**src/design/eth_pkg.sv**
```systemverilog
/*
 * Ethernet side definitions
 * port count, byte type and the header/FCS cut lengths
 */
package eth_pkg;

    // number of MAC ports on the bridge
    localparam int ETH_PORTS = 4;

    // bytes dropped at the head of every received frame
    localparam int CUT_HEAD = 8;

    // trailing FCS bytes
    localparam int CUT_TAIL = 4;

    // byte index counter only needs to reach the first kept position
    localparam int CUT_IDX_W = $clog2(CUT_HEAD + CUT_TAIL + 1);

    typedef logic [7:0] eth_byte_t;

    typedef logic [ETH_PORTS-1:0] port_mask_t;  // one bit per port

    typedef logic [CUT_IDX_W-1:0] cut_idx_t;

endpackage

```
**src/design/rx_payload_cut.sv**
```systemverilog
`timescale 1ns/10ps

/*
 * Receive payload cutter
 * drops CUT_HEAD leading bytes and the CUT_TAIL byte FCS of each MAC frame
 */
module rx_payload_cut (
    input  logic               clk125M,
    input  logic               rst_n_i,
    input  eth_pkg::eth_byte_t rx_data_i,
    input  logic               rx_den_i,
    input  logic               rx_sof_i,
    input  logic               rx_eof_i,
    output eth_pkg::eth_byte_t cut_data_o,
    output logic               cut_valid_o,
    output logic               cut_last_o
);

eth_pkg::eth_byte_t dly_q [eth_pkg::CUT_TAIL];  // [0] newest
eth_pkg::cut_idx_t  idx_q;      // bytes taken so far, saturating
eth_pkg::cut_idx_t  cur_idx;    // index of the byte on rx_data_i
logic               keep;

// ----------------------------------------------------------------------
// byte index within the frame
// ----------------------------------------------------------------------
assign cur_idx = rx_sof_i ? '0 : idx_q;

// the oldest delayed byte is released once it lies past the header;
// a byte at index cur_idx always has CUT_TAIL newer bytes behind it
// only if cur_idx itself is that far in
assign keep = rx_den_i &&
              (cur_idx >= eth_pkg::cut_idx_t'(eth_pkg::CUT_HEAD + eth_pkg::CUT_TAIL));

always_ff @(posedge clk125M) begin
    if (!rst_n_i) begin
        idx_q <= '0;
    end else if (rx_den_i) begin
        if (cur_idx < eth_pkg::cut_idx_t'(eth_pkg::CUT_HEAD + eth_pkg::CUT_TAIL)) begin
            idx_q <= cur_idx + 1'b1;
        end else begin
            idx_q <= cur_idx;  // saturate, every later byte is past the cut
        end
    end
end

// ----------------------------------------------------------------------
// FCS delay line
// ----------------------------------------------------------------------
always_ff @(posedge clk125M) begin
    if (rx_den_i) begin
        dly_q[0] <= rx_data_i;
        for (int i = 1; i < eth_pkg::CUT_TAIL; i++) begin
            dly_q[i] <= dly_q[i-1];
        end
    end
end

always_ff @(posedge clk125M) begin
    cut_data_o <= dly_q[eth_pkg::CUT_TAIL-1];
end

always_ff @(posedge clk125M) begin
    if (!rst_n_i) begin
        cut_valid_o <= 1'b0;
        cut_last_o  <= 1'b0;
    end else begin
        cut_valid_o <= keep;
        cut_last_o  <= keep && rx_eof_i;  // eof pushes out the last kept byte
    end
end

endmodule

```
**config.mk**
```make
export PLATFORM = sky130hd
export DESIGN_NAME = rx_payload_cut
export DESIGN_NICKNAME = d
export VERILOG_FILES = /design/src/design/eth_pkg.sv /design/src/design/rx_payload_cut.sv
export SDC_FILE = /design/constraint.sdc
export NUM_CORES = 1
export LEC_CHECK = 0
export BUFFER_PORTS_ARGS = -buffer_cell sky130_fd_sc_hd__buf_2
export CAP_MARGIN = 10
export CORE_ASPECT_RATIO = 0.75
export CORE_MARGIN = 5
export CORE_UTILIZATION = 47
export CTS_BUF_LIST = sky130_fd_sc_hd__clkbuf_8 sky130_fd_sc_hd__clkbuf_16
export DETAILED_ROUTE_END_ITERATION = 12
export GPL_TIMING_DRIVEN = 0
export PLACE_DENSITY = 0.71
export SLEW_MARGIN = 5
export SYNTH_ARGS = -nofsm -noshare
export SYNTH_HDL_FRONTEND = slang
export SYNTH_SLANG_ARGS = --single-unit
```
**constraint.sdc**
```tcl
create_clock -name clk125M -period 1.2 [get_ports clk125M]
set_clock_uncertainty 0.15 [all_clocks]
set_input_delay 0 -clock clk125M [delete_from_list [all_inputs] [get_ports clk125M]]
set_output_delay 0 -clock clk125M [all_outputs]
set_load 0.005 [all_outputs]
```
==> metrics <==
worst vdd ir 0.648 mV; Reg clk slew, reported paths 0.07 ns; crit-path max FO 3; GPL Wtd Cong 0.628; Seq/Total Area, Yosys 0.905; Num Clock Sinks 46; CTS tree done; Total GRT Usage 0.0914; CTS Root Cell clkbuf_8; outcome complete, but fails checks; CTS H-tree depth 2; top post-synthesis cells by area edfxtp_1 (70%), dfxtp_1 (20%), a21oi_1 (1.1%), and3_2 (1.1%), nand2_1 (0.82%); IO Port Bufs 22; failing checks hold timing, setup timing; HPWL Detailed 1020 um; Starting Density 0.478; PnR worst setup slack -0.0398 ns; final antenna-violating net count 0; TNS Setup -0.0398 ns; critical path arrival 1.31 ns; worst hold slack -0.0911 ns; first-pass GRT wire length 2750 um; share of cells above drive strength 1 0.367; Pwr Density 1620 mW/mm^2; first-pass detailed-route iteration total 4; Final Hold Viols 4; DRT iter0 DRCs 85; Mapped Cells 67; row count 17; Ant. Diodes 0; Die H 56.8 um; post-synth cell types 18; full die area 0.00411 mm^2; Least-Margin Pin Slew 0.442 ns; worst setup path class register to register; Placed Cells 127; Data required, critical path 1.27 ns; final critical-path share of the clock period 1.03; Fmax 0.807 GHz; largest net degree at the start of global routing 40; DR DRC count 0; min cycle time layout 1.24 ns; hold_buf cts 10; Worst setup SP type register; Layout Nets 121; commonest cells after routing, fill and taps aside edfxtp_1 (32), buf_2 (21), dfxtp_1 (12), dlygate4sd3_1 (10), clkbuf_8 (6); DR vias/cell 4.57; Finished Layout Cells 147; vias in the first global route 620; Filler Cell Count 229; Area Overhead vs Synth 27.6%; gr ovfl total 0; Total Power 2.83 mW; max_slew headroom 0.705; final setup violating endpoints 1; routed wire length 1700 um; top-area cell type share of the netlist area 0.701; Clock Latency Late Sink 0.28 ns; Critical Path End Type register; Ys Warns 0; max-slew violations 0; Core ar. 0.00287 mm^2; Avg Inst Size Synth 20.5 um^2; Mapped Nets 80; WL per Instance 11.5 um; commonest non-fill, non-tap cell in the layout edfxtp_1; RSZ-0062 raised after global routing yes; most area-hungry cell type in the Yosys netlist edfxtp_1; Post-Syn Area 0.00137 mm^2; antenna violations before repair 0; I/O pin total 23; CTS Buffer Depth 2; Leakage 0.676 nW; Seq cells post-synth 46; clock buffer count from CTS 5; DR vias 672; worst min path class input port to register; die width 72.4 um; Max Cap Viol 0
==> worst paths after layout <==
check                        to  slack [ns]  cells after the start   startpoint
setup / recovery       idx_q[1]       -0.04                      3     idx_q[0]
hold / removal         idx_q[0]       -0.09                      3     rx_sof_i
setup reg to reg       idx_q[1]       -0.04                      3     idx_q[0]
hold reg to reg   cut_data_o[4]        0.19                      0  dly_q[3][4]
==> cell families after synthesis <==
logic type	count (synthesis)	share of synthesized area
buffers and inverters	1	0.00273
and+or+nand+nor	12	0.0538
AOI/OAI and AO/OA	8	0.0383
DFF	46	0.905
==> cell usage after synthesis, drive strengths merged <==
| cell type | count |
|---|---|
| or4 | 1 |
| o211ai | 1 |
| a21oi | 3 |
| dfxtp | 14 |
| a21boi | 1 |
| inv | 1 |
| nand2 | 4 |
| edfxtp | 32 |
| and4 | 1 |
| nor2 | 1 |
| and3 | 2 |
| a41o | 1 |
| nor2b | 1 |
| o31ai | 1 |
| o21ai | 1 |
| and2 | 1 |
| nand3b | 1 |
==> sequential cells by signal (all words and copies together) (netlist names) <==
| name | count |
|---|---|
| cut_data_o | 8 |
| cut_last_o | 1 |
| idx_q | 4 |
| dly_q | 32 |
| cut_valid_o | 1 |
==> what timing repair did <==
| action | 4_1_cts | 5_1_grt |
|---|---|---|
| endpoints found under the hold margin | 14 | 4 |
| setup endpoints to repair | 1 | 2 |
| resized for setup | 3 | 3 |
| pin swaps | 1 | 1 |
| setup buffers | 2 | 0 |
==> critical path, cell delays in order, from the launching register on <==
cell	delay [ns]
dfxtp_2	0.34
nand2_2	0.07
or4_4	0.50
a21boi_2	0.13
==> power by group <==
group / switching (mW) / internal (mW)
combinational: 0.0509 / 0.0574
clock: 0.447 / 0.456
sequential: 0.0205 / 1.80
total: 0.519 / 2.31
==> metrics by stage <==
stage / worst slack (ns) / utilization / area [um^2]
after floorplan: 0.00504 / - / 1370
after CTS: -0.0659 / 0.607 / 1740
final: -0.0398 / 0.610 / 1750
after global routing: -0.103 / 0.610 / 1750
after detailed placement: -0.423 / 0.533 / 1530
after global placement: -0.327 / 0.533 / 1530
==> cell type report <==
class	count	area (um^2)	share of cell area
inverters	1	3.75	0.00214
multi-input cells	20	136	0.0779
flip-flops and latches	46	1240	0.711
repair buffers	34	228	0.130
well taps	38	47.5	0.0272
clock inverters	2	8.76	0.00500
clock buffers	6	82.6	0.0472
==> per-layer routing <==
metal | wire [um] | up-vias | track usage
met3 | 137 | 2 | 0.0411
met1 | 678 | 317 | 0.0959
met4 | 21 | 0 | 0.0579
met2 | 859 | 20 | 0.148
li1 | - | 333 | -
met5 | 0 | - | 0
Note: power is estimated with default switching activity, not from simulation.
