==> src/design/eth_pkg.sv <==
/*
 * Ethernet side definitions
 * port count, byte type and the header/FCS cut lengths
 */
package eth_pkg;

    // number of MAC ports on the bridge
    localparam int ETH_PORTS = 4;

    // bytes dropped at the head of every received frame
    localparam int CUT_HEAD = 8;

    // trailing FCS bytes
    localparam int CUT_TAIL = 4;

    // byte index counter only needs to reach the first kept position
    localparam int CUT_IDX_W = $clog2(CUT_HEAD + CUT_TAIL + 1);

    typedef logic [7:0] eth_byte_t;

    typedef logic [ETH_PORTS-1:0] port_mask_t;  // one bit per port

    typedef logic [CUT_IDX_W-1:0] cut_idx_t;

endpackage

==> src/design/tx_frame_feeder.sv <==
`timescale 1ns/10ps

/*
 * Transmit frame feeder
 * requests the MAC, then streams one stored frame with sof/eof markers
 */
module tx_frame_feeder (
    input  logic               clk125M,
    input  logic               rst_n_i,
    input  logic               frame_ready_i,
    input  eth_pkg::eth_byte_t fifo_data_i,
    input  logic               fifo_last_i,
    output logic               fifo_rd_o,
    output logic               mac_tx_rq_o,
    input  logic               mac_tx_ack_i,
    output eth_pkg::eth_byte_t mac_tx_data_o,
    output logic               mac_tx_valid_o,
    output logic               mac_tx_sof_o,
    output logic               mac_tx_eof_o
);

typedef enum logic [1:0] {
    FEED_IDLE,
    FEED_REQ,
    FEED_STREAM
} feed_state_t;

feed_state_t state_q;
logic        first;

// frame_ready_i stays up until the last byte leaves, so it also
// guards against a FIFO cleared under our feet
assign first     = (state_q == FEED_REQ) && mac_tx_ack_i;
assign fifo_rd_o = frame_ready_i && (first || (state_q == FEED_STREAM));

always_ff @(posedge clk125M) begin
    if (!rst_n_i) begin
        state_q     <= FEED_IDLE;
        mac_tx_rq_o <= 1'b0;
    end else begin
        case (state_q)
            FEED_IDLE: begin
                if (frame_ready_i) begin
                    state_q     <= FEED_REQ;
                    mac_tx_rq_o <= 1'b1;
                end
            end
            FEED_REQ, FEED_STREAM: begin
                if (!frame_ready_i || (fifo_rd_o && fifo_last_i)) begin
                    state_q     <= FEED_IDLE;
                    mac_tx_rq_o <= 1'b0;  // falls together with eof
                end else if (first) begin
                    state_q <= FEED_STREAM;
                end
            end
            default: state_q <= FEED_IDLE;
        endcase
    end
end

always_ff @(posedge clk125M) begin
    mac_tx_data_o <= fifo_data_i;
end

always_ff @(posedge clk125M) begin
    if (!rst_n_i) begin
        mac_tx_valid_o <= 1'b0;
        mac_tx_sof_o   <= 1'b0;
        mac_tx_eof_o   <= 1'b0;
    end else begin
        mac_tx_valid_o <= fifo_rd_o;
        mac_tx_sof_o   <= fifo_rd_o && first;
        mac_tx_eof_o   <= fifo_rd_o && fifo_last_i;
    end
end

endmodule

==> config.mk <==
export PLATFORM = sky130hd
export DESIGN_NAME = tx_frame_feeder
export DESIGN_NICKNAME = d
export VERILOG_FILES = /design/src/design/eth_pkg.sv /design/src/design/tx_frame_feeder.sv
export SDC_FILE = /design/constraint.sdc
export NUM_CORES = 1
export LEC_CHECK = 0
export BUFFER_PORTS_ARGS = -buffer_cell sky130_fd_sc_hd__clkbuf_2
export CAP_MARGIN = 20
export CORE_AREA = 4 4 41 43
export DETAILED_ROUTE_END_ITERATION = 12
export DIE_AREA = 0 0 45 47
export GPL_TIMING_DRIVEN = 0
export PLACE_DENSITY_LB_ADDON = 0.15
export SLEW_MARGIN = 20
export SYNTH_ARGS = -nofsm -noshare
export SYNTH_HDL_FRONTEND = slang
export SYNTH_SLANG_ARGS = --single-unit
==> constraint.sdc <==
create_clock -name clk125M -period 1.6 [get_ports clk125M]
set_input_delay 0.24 -clock clk125M [delete_from_list [all_inputs] [get_ports clk125M]]
set_output_delay 0.24 -clock clk125M [all_outputs]
set_load 0.05 [all_outputs]
==> results.json <==
{
  "hold_class": "in2reg",
  "vias_per_cell": 4.545,
  "power.density_mw_per_mm2": 1163,
  "clk_path_buf_depth": 2,
  "synth.distinct_cells": 18,
  "grt_pass1_wl_mm": 1.435,
  "grt_pass1_vias": 368,
  "final_nets": 91,
  "endpoint_kind": "output port",
  "design.core.area_mm2": 0.001301,
  "cts_sinks": 14,
  "worst-path-stages": 5,
  "fin_crit_ps": 1512,
  "grt_overflow_total": 0,
  "drive_gt1_frac": 0.4795,
  "worstSkewPairLatency_ps": 260,
  "whs_path_depth": 1,
  "synth_seq_cells": 14,
  "vias": 400,
  "drt_first_pass_iters": 3,
  "cts_made_buffers": 3,
  "die_h_um": 47,
  "yosysWarnings": 0,
  "drtAntennaViolNets": 0,
  "cp.required_ps": 1360,
  "areaGrowthSynthToFinish_pct": 40.05,
  "grt_max_degree": 9,
  "cts-root-buf": "clkbuf_4",
  "syn_nets": 59,
  "avgSynthCellArea_um2": 10.82,
  "cp_top_family": "flip-flops",
  "crit_chain": "inv_1, ha_1, a21oi_2, nor2b_1, buf_4",
  "dp_hpwl_um": 755.5,
  "dieWidth_um": 45,
  "ys_seq_area_frac": 0.6022,
  "fin_util": 0.5010,
  "finalSetupTns_ps": 0,
  "clkTransAtPathRegs_ps": 80,
  "fmax_ghz": 0.6615,
  "wl_um": 952,
  "port_buffers": 25,
  "dieArea_mm2": 0.002115,
  "tightest_slew_ps": 279.4,
  "status": "complete, no violations",
  "critPathLaunchType": "flip-flop",
  "groute.usage.overall": 0.09721,
  "path_class": "reg2out",
  "drtIter0Drc": 9,
  "vdd_drop_max_mv": 0.3734,
  "min_period_over_period": 0.9448,
  "start_util": 0.3577,
  "cts_htree_levels": 1,
  "drc_errors": 0,
  "worstRegToRegCells": 7,
  "row_count": 13,
  "max_cap_viol_count": 0,
  "worstPathArrival_ps": 1270,
  "antennaDiodeCount": 0,
  "hold_viol_final": 0,
  "synth_cells": 43,
  "syn_area_um2": 465.4,
  "worst_clock_skew_ps": 2.473,
  "crit_path_top_delay_cell": "dfxtp_2",
  "antenna_found_initial": 0,
  "ioPinCount": 26,
  "setup_viol": 0,
  "critPathMaxFanout": 3,
  "wl_per_cell_um": 10.82,
  "leakage_nw": 0.3130,
  "gp_congestion": 0.8045,
  "cts_tree": "built",
  "max-slew-margin-rel": 0.8145,
  "drv_slew": 0,
  "path_buf_inv": 2,
  "cpPeakStageDelay_ps": 340,
  "ctsHoldBuffers": 0
}
==> cell type report <==
cell class,count,area [µm²]
inverters,4,15.01
flip-flops and latches,14,282.8
well taps,15,18.77
multi-input cells,25,170.2
clock buffers,3,22.52
repair buffers,27,142.6
fillers,131,649.4
==> through the flow <==
| step | hold slack, ps | instances | power (mW) | cell area, µm² | setup WS, ps |
|---|---|---|---|---|---|
| after CTS | 63.01 | 87 | 0.7600 | 641.9 | 9.292 |
| after floorplan | 267.7 | 43 | 0.5196 | 465.4 | 28.71 |
| after global routing | 52.08 | 88 | 0.8030 | 651.9 | -2.529 |
| after global placement | 343.9 | 83 | 0.5671 | 609.3 | 185.7 |
| after detailed placement | 345.3 | 83 | 0.5684 | 609.3 | 213.3 |
| final | 69.66 | 88 | 0.7583 | 651.9 | 88.27 |
==> report_power, final <==
group | internal, mW | leakage (nW) | total (mW) | switching, mW
clock | 0.0869 | 0.0138 | 0.186 | 0.0994
combinational | 0.0635 | 0.182 | 0.190 | 0.126
sequential | 0.372 | 0.117 | 0.382 | 0.0105
total | 0.522 | 0.313 | 0.758 | 0.236
==> final timing paths <==
check	start	to	slack, ps
setup / recovery	state_q[1]$_SDFFE_PN0P_	fifo_rd_o	90
hold / removal	fifo_data_i[3]	mac_tx_data_o[3]$_DFF_P_	70
setup reg to reg	state_q[1]$_SDFFE_PN0P_	mac_tx_rq_o$_SDFFE_PN0P_	170
hold reg to reg	state_q[0]$_SDFFE_PN0P_	state_q[0]$_SDFFE_PN0P_	480
==> layer usage <==
metal,global-route usage,vias to the layer above,part of all wire
li1,-,209,-
met1,0.1212,172,0.43
met2,0.1412,17,0.44
met3,0.04215,2,0.13
met4,0.05263,0,0.0095
met5,0,-,0
==> layout by cell type, fill, tap and decap left out, types with 2 or more instances in the layout <==
master	instances
nand2_1	5
dfxtp_2	2
a31oi_1	3
inv_1	4
nor2_1	2
buf_4	3
dfxtp_1	12
ha_1	3
clkbuf_2	24
clkbuf_4	3
==> cell usage after synthesis (all sizes together) <==
cell,count,area (µm²)
inv,4,15.01
a31oi,3,18.77
a21oi,1,8.760
a31o,1,8.760
nand2,6,25.03
a211oi,1,7.510
nand2b,1,8.760
nand4,1,6.260
nor3,1,5.000
dfxtp,14,280.3
nor2,2,7.510
ha,3,37.54
a311oi,1,8.760
and2,1,6.260
nor2b,1,6.260
o211ai,1,7.510
o21bai,1,7.510
==> sequential cells by signal, indices dropped and copies added, names as in the netlist <==
register,cells
state_q,2
mac_tx_eof_o,1
mac_tx_rq_o,1
mac_tx_sof_o,1
mac_tx_data_o,8
mac_tx_valid_o,1
==> kinds of logic (layout without fill, tap and decap cells) <==
kind of cell,after synthesis,after routing,synth area share
flip-flops,14,14,0.6022
AND/OR/NAND/NOR,13,13,0.1398
AO/OA/AOI/OAI,9,9,0.1452
buffers and inverters,4,34,0.03225
adder cells (fa/ha/maj),3,3,0.08065
==> what timing repair did <==
action / in CTS / in global routing
setup buffers: 1 / 1
gates resized for setup: 1 / 3
setup endpoints to repair: 1 / 1
pin swaps: 1 / 1
No activity file was read; power rests on OpenSTA's default activity.
