[config.mk]
export PLATFORM = sky130hd
export DESIGN_NAME = frame_fifo
export DESIGN_NICKNAME = d
export VERILOG_FILES = /design/src/design/eth_pkg.sv /design/src/design/frame_fifo.sv
export SDC_FILE = /design/constraint.sdc
export NUM_CORES = 1
export LEC_CHECK = 0
export BUFFER_PORTS_ARGS = -buffer_cell sky130_fd_sc_hd__buf_2
export CAP_MARGIN = 10
export CORE_ASPECT_RATIO = 0.8
export CORE_MARGIN = 10
export CORE_UTILIZATION = 52
export CTS_CLUSTER_SIZE = 14
export DETAILED_ROUTE_END_ITERATION = 8
export PLACE_DENSITY = 0.68
export RECOVER_POWER = 25
export SYNTH_ARGS = -nofsm -noshare
export SYNTH_HDL_FRONTEND = slang
export SYNTH_SLANG_ARGS = --single-unit
[constraint.sdc]
create_clock -name clk125M -period 11.15 [get_ports clk125M]
set_clock_uncertainty 0.05 [all_clocks]
set_input_delay 2.23 -clock clk125M [delete_from_list [all_inputs] [get_ports clk125M]]
set_output_delay 2.23 -clock clk125M [all_outputs]
set_load 0.05 [all_outputs]
[src/design/eth_pkg.sv]
/*
 * Ethernet side definitions
 * port count, byte type and the header/FCS cut lengths
 */
package eth_pkg;

    // number of MAC ports on the bridge
    localparam int ETH_PORTS = 4;

    // bytes dropped at the head of every received frame
    localparam int CUT_HEAD = 8;

    // trailing FCS bytes
    localparam int CUT_TAIL = 4;

    // byte index counter only needs to reach the first kept position
    localparam int CUT_IDX_W = $clog2(CUT_HEAD + CUT_TAIL + 1);

    typedef logic [7:0] eth_byte_t;

    typedef logic [ETH_PORTS-1:0] port_mask_t;  // one bit per port

    typedef logic [CUT_IDX_W-1:0] cut_idx_t;

endpackage

[src/design/frame_fifo.sv]
`timescale 1ns/10ps

/*
 * Frame FIFO: circular buffer of byte plus last flag
 * frame_ready_o is high while at least one complete frame is stored
 */
module frame_fifo #(
    parameter int FIFO_DEPTH = 64
) (
    input  logic               clk125M,
    input  logic               rst_n_i,
    input  logic               clear_i,
    input  eth_pkg::eth_byte_t wr_data_i,
    input  logic               wr_last_i,
    input  logic               wr_en_i,
    input  logic               rd_en_i,
    output eth_pkg::eth_byte_t rd_data_o,
    output logic               rd_last_o,
    output logic               empty_o,
    output logic               frame_ready_o
);

localparam int AW = $clog2(FIFO_DEPTH);

eth_pkg::eth_byte_t data_mem [FIFO_DEPTH];
logic               last_mem [FIFO_DEPTH];
logic [AW:0]        wr_ptr_q;   // extra msb tells full from empty
logic [AW:0]        rd_ptr_q;
logic [AW:0]        frame_cnt_q;  // last flags currently stored
logic               full;
logic               wr_ok;
logic               rd_ok;

assign empty_o = (wr_ptr_q == rd_ptr_q);
assign full    = (wr_ptr_q[AW] != rd_ptr_q[AW]) &&
                 (wr_ptr_q[AW-1:0] == rd_ptr_q[AW-1:0]);

assign wr_ok = wr_en_i && !full && !clear_i;
assign rd_ok = rd_en_i && !empty_o && !clear_i;

// show-ahead, head entry always on the outputs
assign rd_data_o     = data_mem[rd_ptr_q[AW-1:0]];
assign rd_last_o     = last_mem[rd_ptr_q[AW-1:0]];
assign frame_ready_o = (frame_cnt_q != '0);

always_ff @(posedge clk125M) begin
    if (wr_ok) begin
        data_mem[wr_ptr_q[AW-1:0]] <= wr_data_i;
        last_mem[wr_ptr_q[AW-1:0]] <= wr_last_i;
    end
end

always_ff @(posedge clk125M) begin
    if (!rst_n_i || clear_i) begin
        wr_ptr_q    <= '0;
        rd_ptr_q    <= '0;
        frame_cnt_q <= '0;
    end else begin
        if (wr_ok) begin
            wr_ptr_q <= wr_ptr_q + 1'b1;
        end
        if (rd_ok) begin
            rd_ptr_q <= rd_ptr_q + 1'b1;
        end
        // one frame in, one frame out, or both in the same cycle
        frame_cnt_q <= frame_cnt_q + (AW+1)'(wr_ok && wr_last_i)
                                   - (AW+1)'(rd_ok && rd_last_o);
    end
end

endmodule

==> results_dict.tcl <==
set metrics [dict create \
    cts_resized 0 \
    cts_buffers 56 \
    numPortBuffers 24 \
    yosys.area.top_type "edfxtp_1" \
    cp_max_fo 39 \
    grt_overflow 0 \
    place_inst 1713 \
    design.core.area_um2 44630 \
    place_hpwl_um 30400 \
    ctsHoldBuffers 0 \
    violations "capacitance limit, slew limit" \
    final_cells 1812 \
    start_util_pct 52.95 \
    power.leakage_uw 0.007789 \
    nets 1194 \
    synthFlopType "edfxtp_1" \
    grt_pass1_wl_um 76820 \
    finalSetupViolCount 0 \
    endpoint_kind "primary output" \
    fmax_ghz 0.1521 \
    synth_warnings 0 \
    critical_path_class "reg2out" \
    syn_inst 1132 \
    synth_top_area_share_pct 73.18 \
    fp.dieArea_um2 54430 \
    chipHeight_um 210.7 \
    max_cap_violations 5 \
    clk_pin_slew_worst_paths_ns 0.07 \
    p_int_uw 3518 \
    clkSinkCount 603 \
    pre_cts_ws_ns 5.065 \
    die-width_um 258.4 \
    synthesis.nets 1158 \
    p_per_area_nw_per_um2 169.3 \
    rows 69 \
    worst_slack_ns 4.575 \
    tns_ns 0 \
    antenna_found_initial 3 \
    synth-seq-cells 603 \
    seq_area_frac_synth_pct 75.47 \
    io_pins 25 \
    rsz0062_at_grt "false" \
    synth_edf_count 576 \
    seq_power_share_pct 56.5 \
    ant_nets 0 \
    comb_power_share_pct 2.4 \
    drive_gt1_share_pct 22.50 \
    syn_area_per_cell_um2 20.88 \
    clockRootBuffer "clkbuf_16" \
    drt_wl_total_um 51700 \
    grt_pass1_vias 11246 \
    drc 0 \
    critPathLaunchType "register" \
    cts_tree "built" \
    clkPwrFrac_pct 41.1 \
    clockBufferDepth 3 \
    whs_ns 0.5283 \
    first_pass_iters 5 \
    maxSlewViolCount 322 \
    netlist_top_cells_count "edfxtp_1 (576), mux4_2 (153), nor2_1 (92)" \
    vias 11269 \
    reg2reg_depth 17 \
    diodes 0 \
    vdd_drop_max_uv 116.4 \
    synth-async-reset-ratio_pct 0 \
    worst_pin_slew_ns 3.148 \
    synth.most_common_cell "edfxtp_1" \
    syn_to_final_growth_pct 10.01 \
    synth_area_leaders "edfxtp_1 (73%), mux4_2 (15%), dfxtp_1 (2.3%)" \
    worstPathRequired_ns 8.87 \
    p_switching_uw 884.3 \
    arrival_ns 4.29 \
    finalHoldViolCount 0 \
    cts_max_level 2 \
    gp_congestion 0.8411 \
    drt_iter0_drc 1503 \
    grt_max_degree 66 \
    via_per_inst 6.219 \
    syn_area_um2 23640 \
    status "finished with violations" \
    post_cts_buffers 0 \
    yosysUniqueCellTypes 47 \
    switching_share_pct 20.09 \
    period_share_pct 58.97 \
    wl_per_cell_um 28.53 \
    clkLatencyLatePin_ns 0.60 \
    slew-limit-headroom_pct -109.9 \
    track_usage_pct 19.09 \
    hold_path_class "reg2reg" \
    fin_crit_ns 6.575 \
    hold_depth 2 \
]
## through the flow
step / power (uW) / area (um2) / utilization [%]
6_report: 4402 / 26000 / 58.25
3_3_place_gp: 2639 / 24310 / 54.47
3_5_place_dp: 2643 / 24310 / 54.47
2_1_floorplan: 2588 / 23640 / -
4_1_cts: 4421 / 26020 / 58.30
5_1_grt: 4525 / 26000 / 58.25
## final timing paths
| path | startpoint | endpoint | slack, ns |
|---|---|---|---|
| max reg2reg | register | frame_cnt_q[6] | 5.67 |
| min reg2reg | wr_ptr_q[6] | wr_ptr_q[6] | 0.53 |
| min | wr_ptr_q[6] | wr_ptr_q[6] | 0.53 |
| max | register | rd_data_o[7] | 4.58 |
## worst max-delay path, stage by stage, from the launching register on
cell and delay [ns]:
dfxtp_4 0.81, buf_4 0.74, mux4_2 0.61, mux4_2 0.51, a22oi_1 0.47, nand3_1 0.23, buf_2 0.27
## sequential cells by signal, indices dropped and copies added, names as in the netlist, named ones only
register / cells
wr_ptr_q: 7
data_mem: 512
frame_cnt_q: 7
rd_ptr_q: 7
last_mem: 64
## cell type report
class                           instances  area (um2)
Tap cell                              603       754.5
Fill cell                            3228       18630
Clock inverter                         30       235.2
Clock buffer                           69        1471
Inverter                               13       48.80
Sequential cell                       603       17850
Multi-Input combinational cell        457        5443
Timing Repair Buffer                   37       198.9
## layer usage
metal  GRT usage, %  part of all wire [%]  vias up
li1               -                     -     4707
met1          29.77                    44     5896
met2          27.11                    45      595
met3          4.202                    10       71
met4          4.334                   1.9        0
met5              0                     0        -
## cell families (layout without fill, tap and decap cells)
| family | after synthesis | in the layout | synth area share [%] |
|---|---|---|---|
| compound gates | 61 | 61 | 1.821 |
| xor+xnor | 25 | 25 | 0.9264 |
| fa+ha+maj | 12 | 12 | 0.6670 |
| buf+inv | 72 | 149 | 1.503 |
| flops | 603 | 603 | 75.47 |
| mux | 187 | 187 | 16.38 |
| simple gates | 172 | 172 | 3.229 |
## power groups by stage
stage                     Clock (uW)  Sequential (uW)  Combinational (uW)
after floorplan                    0             2530                56.1
after global placement             0             2530                 105
after detailed placement           0             2530                 108
after CTS                       1830             2490                 108
after global routing            1920             2490                 115
final                           1810             2490                 106
## layout by cell type, fill, tap and decap left out, types with 4 or more instances in the layout
cell,Yosys,final
edfxtp_1,576,576
mux4_2,153,153
nor2_1,92,92
clkbuf_16,0,57
nand2_1,34,34
mux2i_1,25,25
dfxtp_1,27,23
buf_2,23,21
clkbuf_1,17,19
xor2_1,18,18
inv_1,13,13
clkinv_2,0,13
nor2b_1,11,11
ha_1,11,11
nand3_1,10,10
o22ai_1,10,10
clkinv_1,0,10
buf_4,10,9
a22oi_1,8,8
xnor2_1,7,7
o21ai_0,7,7
a211o_1,6,6
nand4_1,6,6
nand2b_1,5,5
mux4_1,5,5
o21ai_1,5,5
o221ai_1,5,5
a21oi_1,5,5
and2_1,4,4
(Power assumes the default switching activity.)
