## config.mk

```make
export PLATFORM = sky130hd
export DESIGN_NAME = uplink_switch
export DESIGN_NICKNAME = d
export VERILOG_FILES = /design/src/design/eth_pkg.sv /design/src/design/uplink_pkg.sv /design/src/design/uplink_switch.sv
export SDC_FILE = /design/constraint.sdc
export NUM_CORES = 1
export LEC_CHECK = 0
export ABC_AREA = 1
export BUFFER_PORTS_ARGS = -buffer_cell sky130_fd_sc_hd__buf_2
export CAP_MARGIN = 30
export CORE_ASPECT_RATIO = 0.5
export CORE_UTILIZATION = 40
export CTS_BUF_LIST = sky130_fd_sc_hd__clkbuf_8
export DETAILED_ROUTE_END_ITERATION = 10
export GPL_ROUTABILITY_DRIVEN = 0
export GPL_TIMING_DRIVEN = 0
export PLACE_DENSITY = 0.81
export SKIP_CTS_REPAIR_TIMING = 1
export SYNTH_ARGS = -nofsm -noshare
export SYNTH_HDL_FRONTEND = slang
export SYNTH_SLANG_ARGS = --single-unit
```

## constraint.sdc

```tcl
create_clock -name clk125M -period 2.5 [get_ports clk125M]
set_input_delay 0 -clock clk125M [delete_from_list [all_inputs] [get_ports clk125M]]
set_output_delay 0 -clock clk125M [all_outputs]
set_load 0.02 [all_outputs]
```

## src/design/eth_pkg.sv

```systemverilog
/*
 * Ethernet side definitions
 * port count, byte type and the header/FCS cut lengths
 */
package eth_pkg;

    // number of MAC ports on the bridge
    localparam int ETH_PORTS = 4;

    // bytes dropped at the head of every received frame
    localparam int CUT_HEAD = 8;

    // trailing FCS bytes
    localparam int CUT_TAIL = 4;

    // byte index counter only needs to reach the first kept position
    localparam int CUT_IDX_W = $clog2(CUT_HEAD + CUT_TAIL + 1);

    typedef logic [7:0] eth_byte_t;

    typedef logic [ETH_PORTS-1:0] port_mask_t;  // one bit per port

    typedef logic [CUT_IDX_W-1:0] cut_idx_t;

endpackage

```

## src/design/uplink_pkg.sv

```systemverilog
/*
 * Uplink side definitions
 * port tag and credit counter for the shared serial channel
 */
package uplink_pkg;

    // credits owned by the bridge right after reset
    localparam int UP_CREDITS = 8;

    typedef logic [1:0] up_port_t;  // tag carried with every byte

    // wide enough for UP_CREDITS, the far end never returns more
    typedef logic [3:0] up_credit_t;

endpackage

```

## src/design/uplink_switch.sv

```systemverilog
`timescale 1ns/10ps

/*
 * Uplink switch
 * round-robin egress of whole frames under credit control, tag steering on ingress
 */
module uplink_switch (
    input  logic                                       clk125M,
    input  logic                                       rst_n_i,
    input  eth_pkg::port_mask_t                        frame_ready_i,
    input  eth_pkg::eth_byte_t [eth_pkg::ETH_PORTS-1:0] fifo_data_i,
    input  eth_pkg::port_mask_t                        fifo_last_i,
    output eth_pkg::port_mask_t                        fifo_rd_o,
    output eth_pkg::eth_byte_t                         up_tx_data_o,
    output uplink_pkg::up_port_t                       up_tx_port_o,
    output logic                                       up_tx_valid_o,
    output logic                                       up_tx_last_o,
    input  logic                                       up_tx_credit_i,
    input  eth_pkg::eth_byte_t                         up_rx_data_i,
    input  uplink_pkg::up_port_t                       up_rx_port_i,
    input  logic                                       up_rx_valid_i,
    input  logic                                       up_rx_last_i,
    output eth_pkg::eth_byte_t                         ing_data_o,
    output logic                                       ing_last_o,
    output eth_pkg::port_mask_t                        ing_wr_o
);

typedef enum logic {
    SW_IDLE,
    SW_SEND
} sw_state_t;

sw_state_t              state_q;
uplink_pkg::up_port_t   cur_q;      // port granted, or last served when idle
uplink_pkg::up_credit_t credit_q;
uplink_pkg::up_port_t   next_port;
logic                   next_found;
logic                   pop;

// ----------------------------------------------------------------------
// egress arbitration
// ----------------------------------------------------------------------
always_comb begin
    uplink_pkg::up_port_t cand;
    cand       = cur_q;
    next_port  = cur_q;
    next_found = 1'b0;
    // search starts one past the port served last
    for (int i = 1; i <= eth_pkg::ETH_PORTS; i++) begin
        cand = uplink_pkg::up_port_t'((int'(cur_q) + i) % eth_pkg::ETH_PORTS);
        if (!next_found && frame_ready_i[cand]) begin
            next_port  = cand;
            next_found = 1'b1;
        end
    end
end

assign pop = (state_q == SW_SEND) && (credit_q != '0) && frame_ready_i[cur_q];

always_comb begin
    fifo_rd_o        = '0;
    fifo_rd_o[cur_q] = pop;
end

always_ff @(posedge clk125M) begin
    if (!rst_n_i) begin
        state_q  <= SW_IDLE;
        cur_q    <= '0;
        credit_q <= uplink_pkg::up_credit_t'(uplink_pkg::UP_CREDITS);
    end else begin
        credit_q <= credit_q - uplink_pkg::up_credit_t'(pop)
                             + uplink_pkg::up_credit_t'(up_tx_credit_i);
        if (state_q == SW_IDLE) begin
            if (next_found) begin
                state_q <= SW_SEND;
                cur_q   <= next_port;
            end
        end else if (!frame_ready_i[cur_q] || (pop && fifo_last_i[cur_q])) begin
            state_q <= SW_IDLE;  // frame done or port went down
        end
    end
end

always_ff @(posedge clk125M) begin
    up_tx_data_o <= fifo_data_i[cur_q];
    up_tx_port_o <= cur_q;
end

always_ff @(posedge clk125M) begin
    if (!rst_n_i) begin
        up_tx_valid_o <= 1'b0;
        up_tx_last_o  <= 1'b0;
    end else begin
        up_tx_valid_o <= pop;
        up_tx_last_o  <= pop && fifo_last_i[cur_q];
    end
end

// ----------------------------------------------------------------------
// ingress steering, no back-pressure
// ----------------------------------------------------------------------
always_ff @(posedge clk125M) begin
    ing_data_o <= up_rx_data_i;
    ing_last_o <= up_rx_last_i;
end

always_ff @(posedge clk125M) begin
    if (!rst_n_i) begin
        ing_wr_o <= '0;
    end else begin
        ing_wr_o               <= '0;
        ing_wr_o[up_rx_port_i] <= up_rx_valid_i;
    end
end

endmodule

```

==> results.md <==
- The data arrival time of the worst path is 2.42 ns.
- In this run the static leakage power is 1.21 nW.
- The vertical die dimension is 45.5 um.
- At the later pin of the worst-skew pair, clock insertion delay measures 0.28 ns.
- The flow ran to the end, but the final reports show violations.
- Traced cell by cell, the critical path runs through buf_6, nand2_1, nand3_2, o21ai_2, nor2_2, inv_2, nor2_4, inv_2, ha_1, nand2_1, nor2_1, a211oi_1, xor2_1, inv_1, nand2_1.
- Dividing the detail-routed wire length by the instance count gives 11.6 um.
- The count of port buffers added during placement is 83.
- The number of remaining DRC errors is 0.
- The largest clock skew in the final design is 0.00327 ns.
- Among all flip-flop cells after synthesis, the most frequent one is dfxtp_1.
- The startpoint identified for the worst register-to-register timing path is cur_q[0].
- The largest individual stage delay along the critical path comes from the cell dfxtp_1.
- The initial core utilization is 42.9%.
- Counting the buffers created by CTS gives 5.
- The number of global-route vias before repair is 1,444.
- Summed over all nets, the half-perimeter wirelength after detailed placement is 2910 um.
- Setup repair after global routing left no endpoint under its margin.
- The final routed wirelength across all metal layers is 4120 um.
- The count of inserted antenna diode cells is 0.
- Counting along the longest clock path gives a buffer depth of 2.
- Static timing analysis puts the maximum clock frequency at 0.457 GHz.
- The sort of element at the end of the critical path is a flip-flop.
- The worst max-slew margin expressed relative to the limit is 70.3%.
- The number of sinks handled by clock tree synthesis is 32.
- The final hold violation count is 2.
- The iteration count of the initial detailed-routing pass is 4.
- Global routing finished with a remaining overflow of 0.
- The net count after synthesis is 260.
- The critical path in this run is classified as reg -> reg.
- The cell area that synthesis handed to floorplanning was 1520 um2.
- Sequential elements use 42.3% of the synthesized area.
- The routed layout has 1,667 vias.
- The first global-routing pass estimated 5840 um of wire.
- The proportion of synthesized flip-flops having asynchronous set or reset is 0%.
- Power comes to 2.48 mW.
- In the routed layout, each cell is associated on average with a via count of 4.70.
- For this run, the number of standard cells in the final layout without fillers is 355.
- The startpoint kind of the worst setup timing path is a flip-flop.
- The all-layer global routing usage is 19.3%.
- Counting tap cells, the placed design contains a total of 330 instances.
- The cell depth of the worst min-delay path is 3.
- The capturing point of the worst reg2reg path is credit_q[3].
- The root buffer cell chosen for the clock tree is clkbuf_8.
- The final cycle utilization of the critical path is 87.5%.
- The slack of the worst reg-to-reg path is 0.31 ns.
- Clock-pin slew was measured on the worst setup and hold paths at 0.07 ns.
- The initial antenna violation count is 0.
- In the final timing run, aggregate negative setup slack is 0 ns.
- Data on the critical path is required at its endpoint by 2.73 ns.
- In this run, synthesis produced a sequential element count of 32.
- The multi-input combinational cells in the finished layout cover a total of 732 um2.
- The total of warnings raised by yosys is 0.
- The number of instances in the synthesized netlist is 196.
- Dividing total power by cell area gives a power density of 1090 nW/um2.
- The number of max-slew violations in the final report is 0.
- The average instance in the mapped netlist occupies 7.73 um2.
- The kind of cell adding the most delay to the critical path is simple AND/OR/NAND/NOR gates.
- After routing the design area is 2270 um2.
- The largest fanout of any net on the critical path is 7.
- In this design, the stage delay of the slowest critical-path cell is 0.40 ns.
- The worst slack at placement is 0.338 ns.
- The number of endpoints failing setup at the final stage is 0.
- The placeable core area is 3530 um2.
- The area of the die is 4050 um2.
- The number of max-capacitance violations reported is 0.
- The number of buffers and inverters on the critical path is 4.
- TritonCTS built the clock tree.
- Relative to the synthesized area, the layout overhead comes to 50.0%.
- In this run the most critical hold path is launched from fifo_data_i[3].
- The area occupied by registers is 641 um2.
- The number of filler cells placed in the layout is 311.
- Counting I/O delays and the setup requirement, the final critical path takes 2.19 ns.
- The clock tree synthesis step divided the H-tree into 2 levels.
- The checks that failed: negative hold slack.
- At the pin with the least slew margin, the transition time is 0.445 ns.
- The horizontal die dimension is 89.0 um.
- The count of nets after finishing is 367.
- In this run the cell area measured after placement is 1990 um2.
- Counting flops with a built-in enable in the synthesized netlist gives 0.
- After the first detailed-routing iteration, the DRC count stood at 76.
- The worst reg2reg path depth is 15.
- The worst-case setup margin in the final layout is 0.311 ns.
- The cell that appears most often on the critical path is nand2_1.
- Of the cells placed in the final design, the portion with a size suffix greater than 1 is 38.2%.
- The post-detailed-route count of antenna-violating nets is 0.
- Entering global routing, the biggest net connects 12 pins.
- The utilization of the core after routing is 64.4%.
- The number of top-level design ports is 84.
- The worst hold path belongs to the class in -> reg.
- For hold timing, the worst endpoint is up_tx_data_o[3].
- After synthesis, the netlist uses 27 different library cells.
- The worst hold slack after final layout is -0.0193 ns.
- IR analysis of the VDD net gives a maximum drop of 0.394 mV.
- The number of placement rows is 15.
## Yosys cell counts (2+ instances only)
| cell | instances | area [um2] |
|---|---|---|
| nand3_1 | 9 | 45.0 |
| nand2_1 | 29 | 109 |
| o22ai_1 | 9 | 56.3 |
| buf_4 | 2 | 15.0 |
| o21ai_0 | 19 | 95.1 |
| nor3_1 | 4 | 20.0 |
| ha_1 | 8 | 100 |
| inv_2 | 3 | 11.3 |
| a21oi_1 | 2 | 10.0 |
| inv_1 | 20 | 75.1 |
| xor2_1 | 2 | 17.5 |
| nand3_2 | 3 | 30.0 |
| nand2_2 | 9 | 56.3 |
| dfxtp_1 | 32 | 641 |
| buf_2 | 3 | 15.0 |
| nor2_1 | 31 | 116 |
## cells by family (layout without fill, tap and decap cells)
kind of cell    after synthesis  in the layout  synth area share (%)
simple gates                 89             89                  27.2
fa+ha+maj                     9              9                  7.93
flops                        32             32                  42.3
compound gates               33             33                  12.1
buf+inv                      31            139                  9.41
xor+xnor                      2              2                  1.16
## flip-flops by register name (all words and copies together) (netlist names)
| signal | cells |
|---|---|
| ing_wr_o | 4 |
| up_tx_port_o | 2 |
| ing_last_o | 1 |
| up_tx_valid_o | 1 |
| cur_q | 2 |
| credit_q | 4 |
| state_q | 1 |
| up_tx_last_o | 1 |
| ing_data_o | 8 |
| up_tx_data_o | 8 |
## worst min-delay path: stages
cell	delay [ns]
buf_2	0.07
nor2_1	0.03
o22ai_1	0.11
## where the power goes
group          total (mW)  internal, mW  switching (mW)
Clock               0.476         0.291           0.184
Sequential          0.710         0.653          0.0568
Combinational        1.29         0.479           0.813
## layer usage
| layer | track usage [%] | up-vias | share of wire, % |
|---|---|---|---|
| met3 | 6.88 | 6 | 7.2 |
| li1 | - | 841 | - |
| met1 | 19.7 | 756 | 41 |
| met4 | 7.94 | 0 | 0.97 |
| met2 | 37.2 | 64 | 51 |
| met5 | 0 | - | 0 |
## worst max-delay path by stage
stage,startpoint,endpoint,slack [ns],depth (start not counted)
2_1_floorplan,cur_q[0],credit_q[2],0.57,14
3_3_place_gp,cur_q[0],credit_q[3],0.42,15
3_5_place_dp,cur_q[0],credit_q[3],0.34,15
4_1_cts,cur_q[0],credit_q[3],0.30,15
5_1_grt,cur_q[0],credit_q[3],0.11,15
6_report,cur_q[0],credit_q[3],0.31,15
## cell usage in the layout, fill, tap and decap left out, drive strengths merged
master | Yosys | layout
a211oi | 1 | 1
a21oi | 2 | 2
buf | 6 | 89
bufinv | 0 | 1
clkbuf | 1 | 6
clkinv | 0 | 1
dfxtp | 32 | 32
dlygate4sd3 | 0 | 17
fa | 1 | 1
ha | 8 | 8
inv | 24 | 25
nand2 | 39 | 39
nand3 | 12 | 12
nand4 | 1 | 1
nor2 | 33 | 33
nor3 | 4 | 4
o21ai | 21 | 21
o22ai | 9 | 9
xor2 | 2 | 2
## final cells by class
class	count	share of cell area, %
tap	51	2.81
multi-input combinational	133	32.2
buffer	7	1.98
inverter	24	4.30
clock inverter	3	1.71
sequential	32	28.2
clock buffer	5	3.03
timing repair buffer	100	25.8
Note: power is estimated with default switching activity, not from simulation.
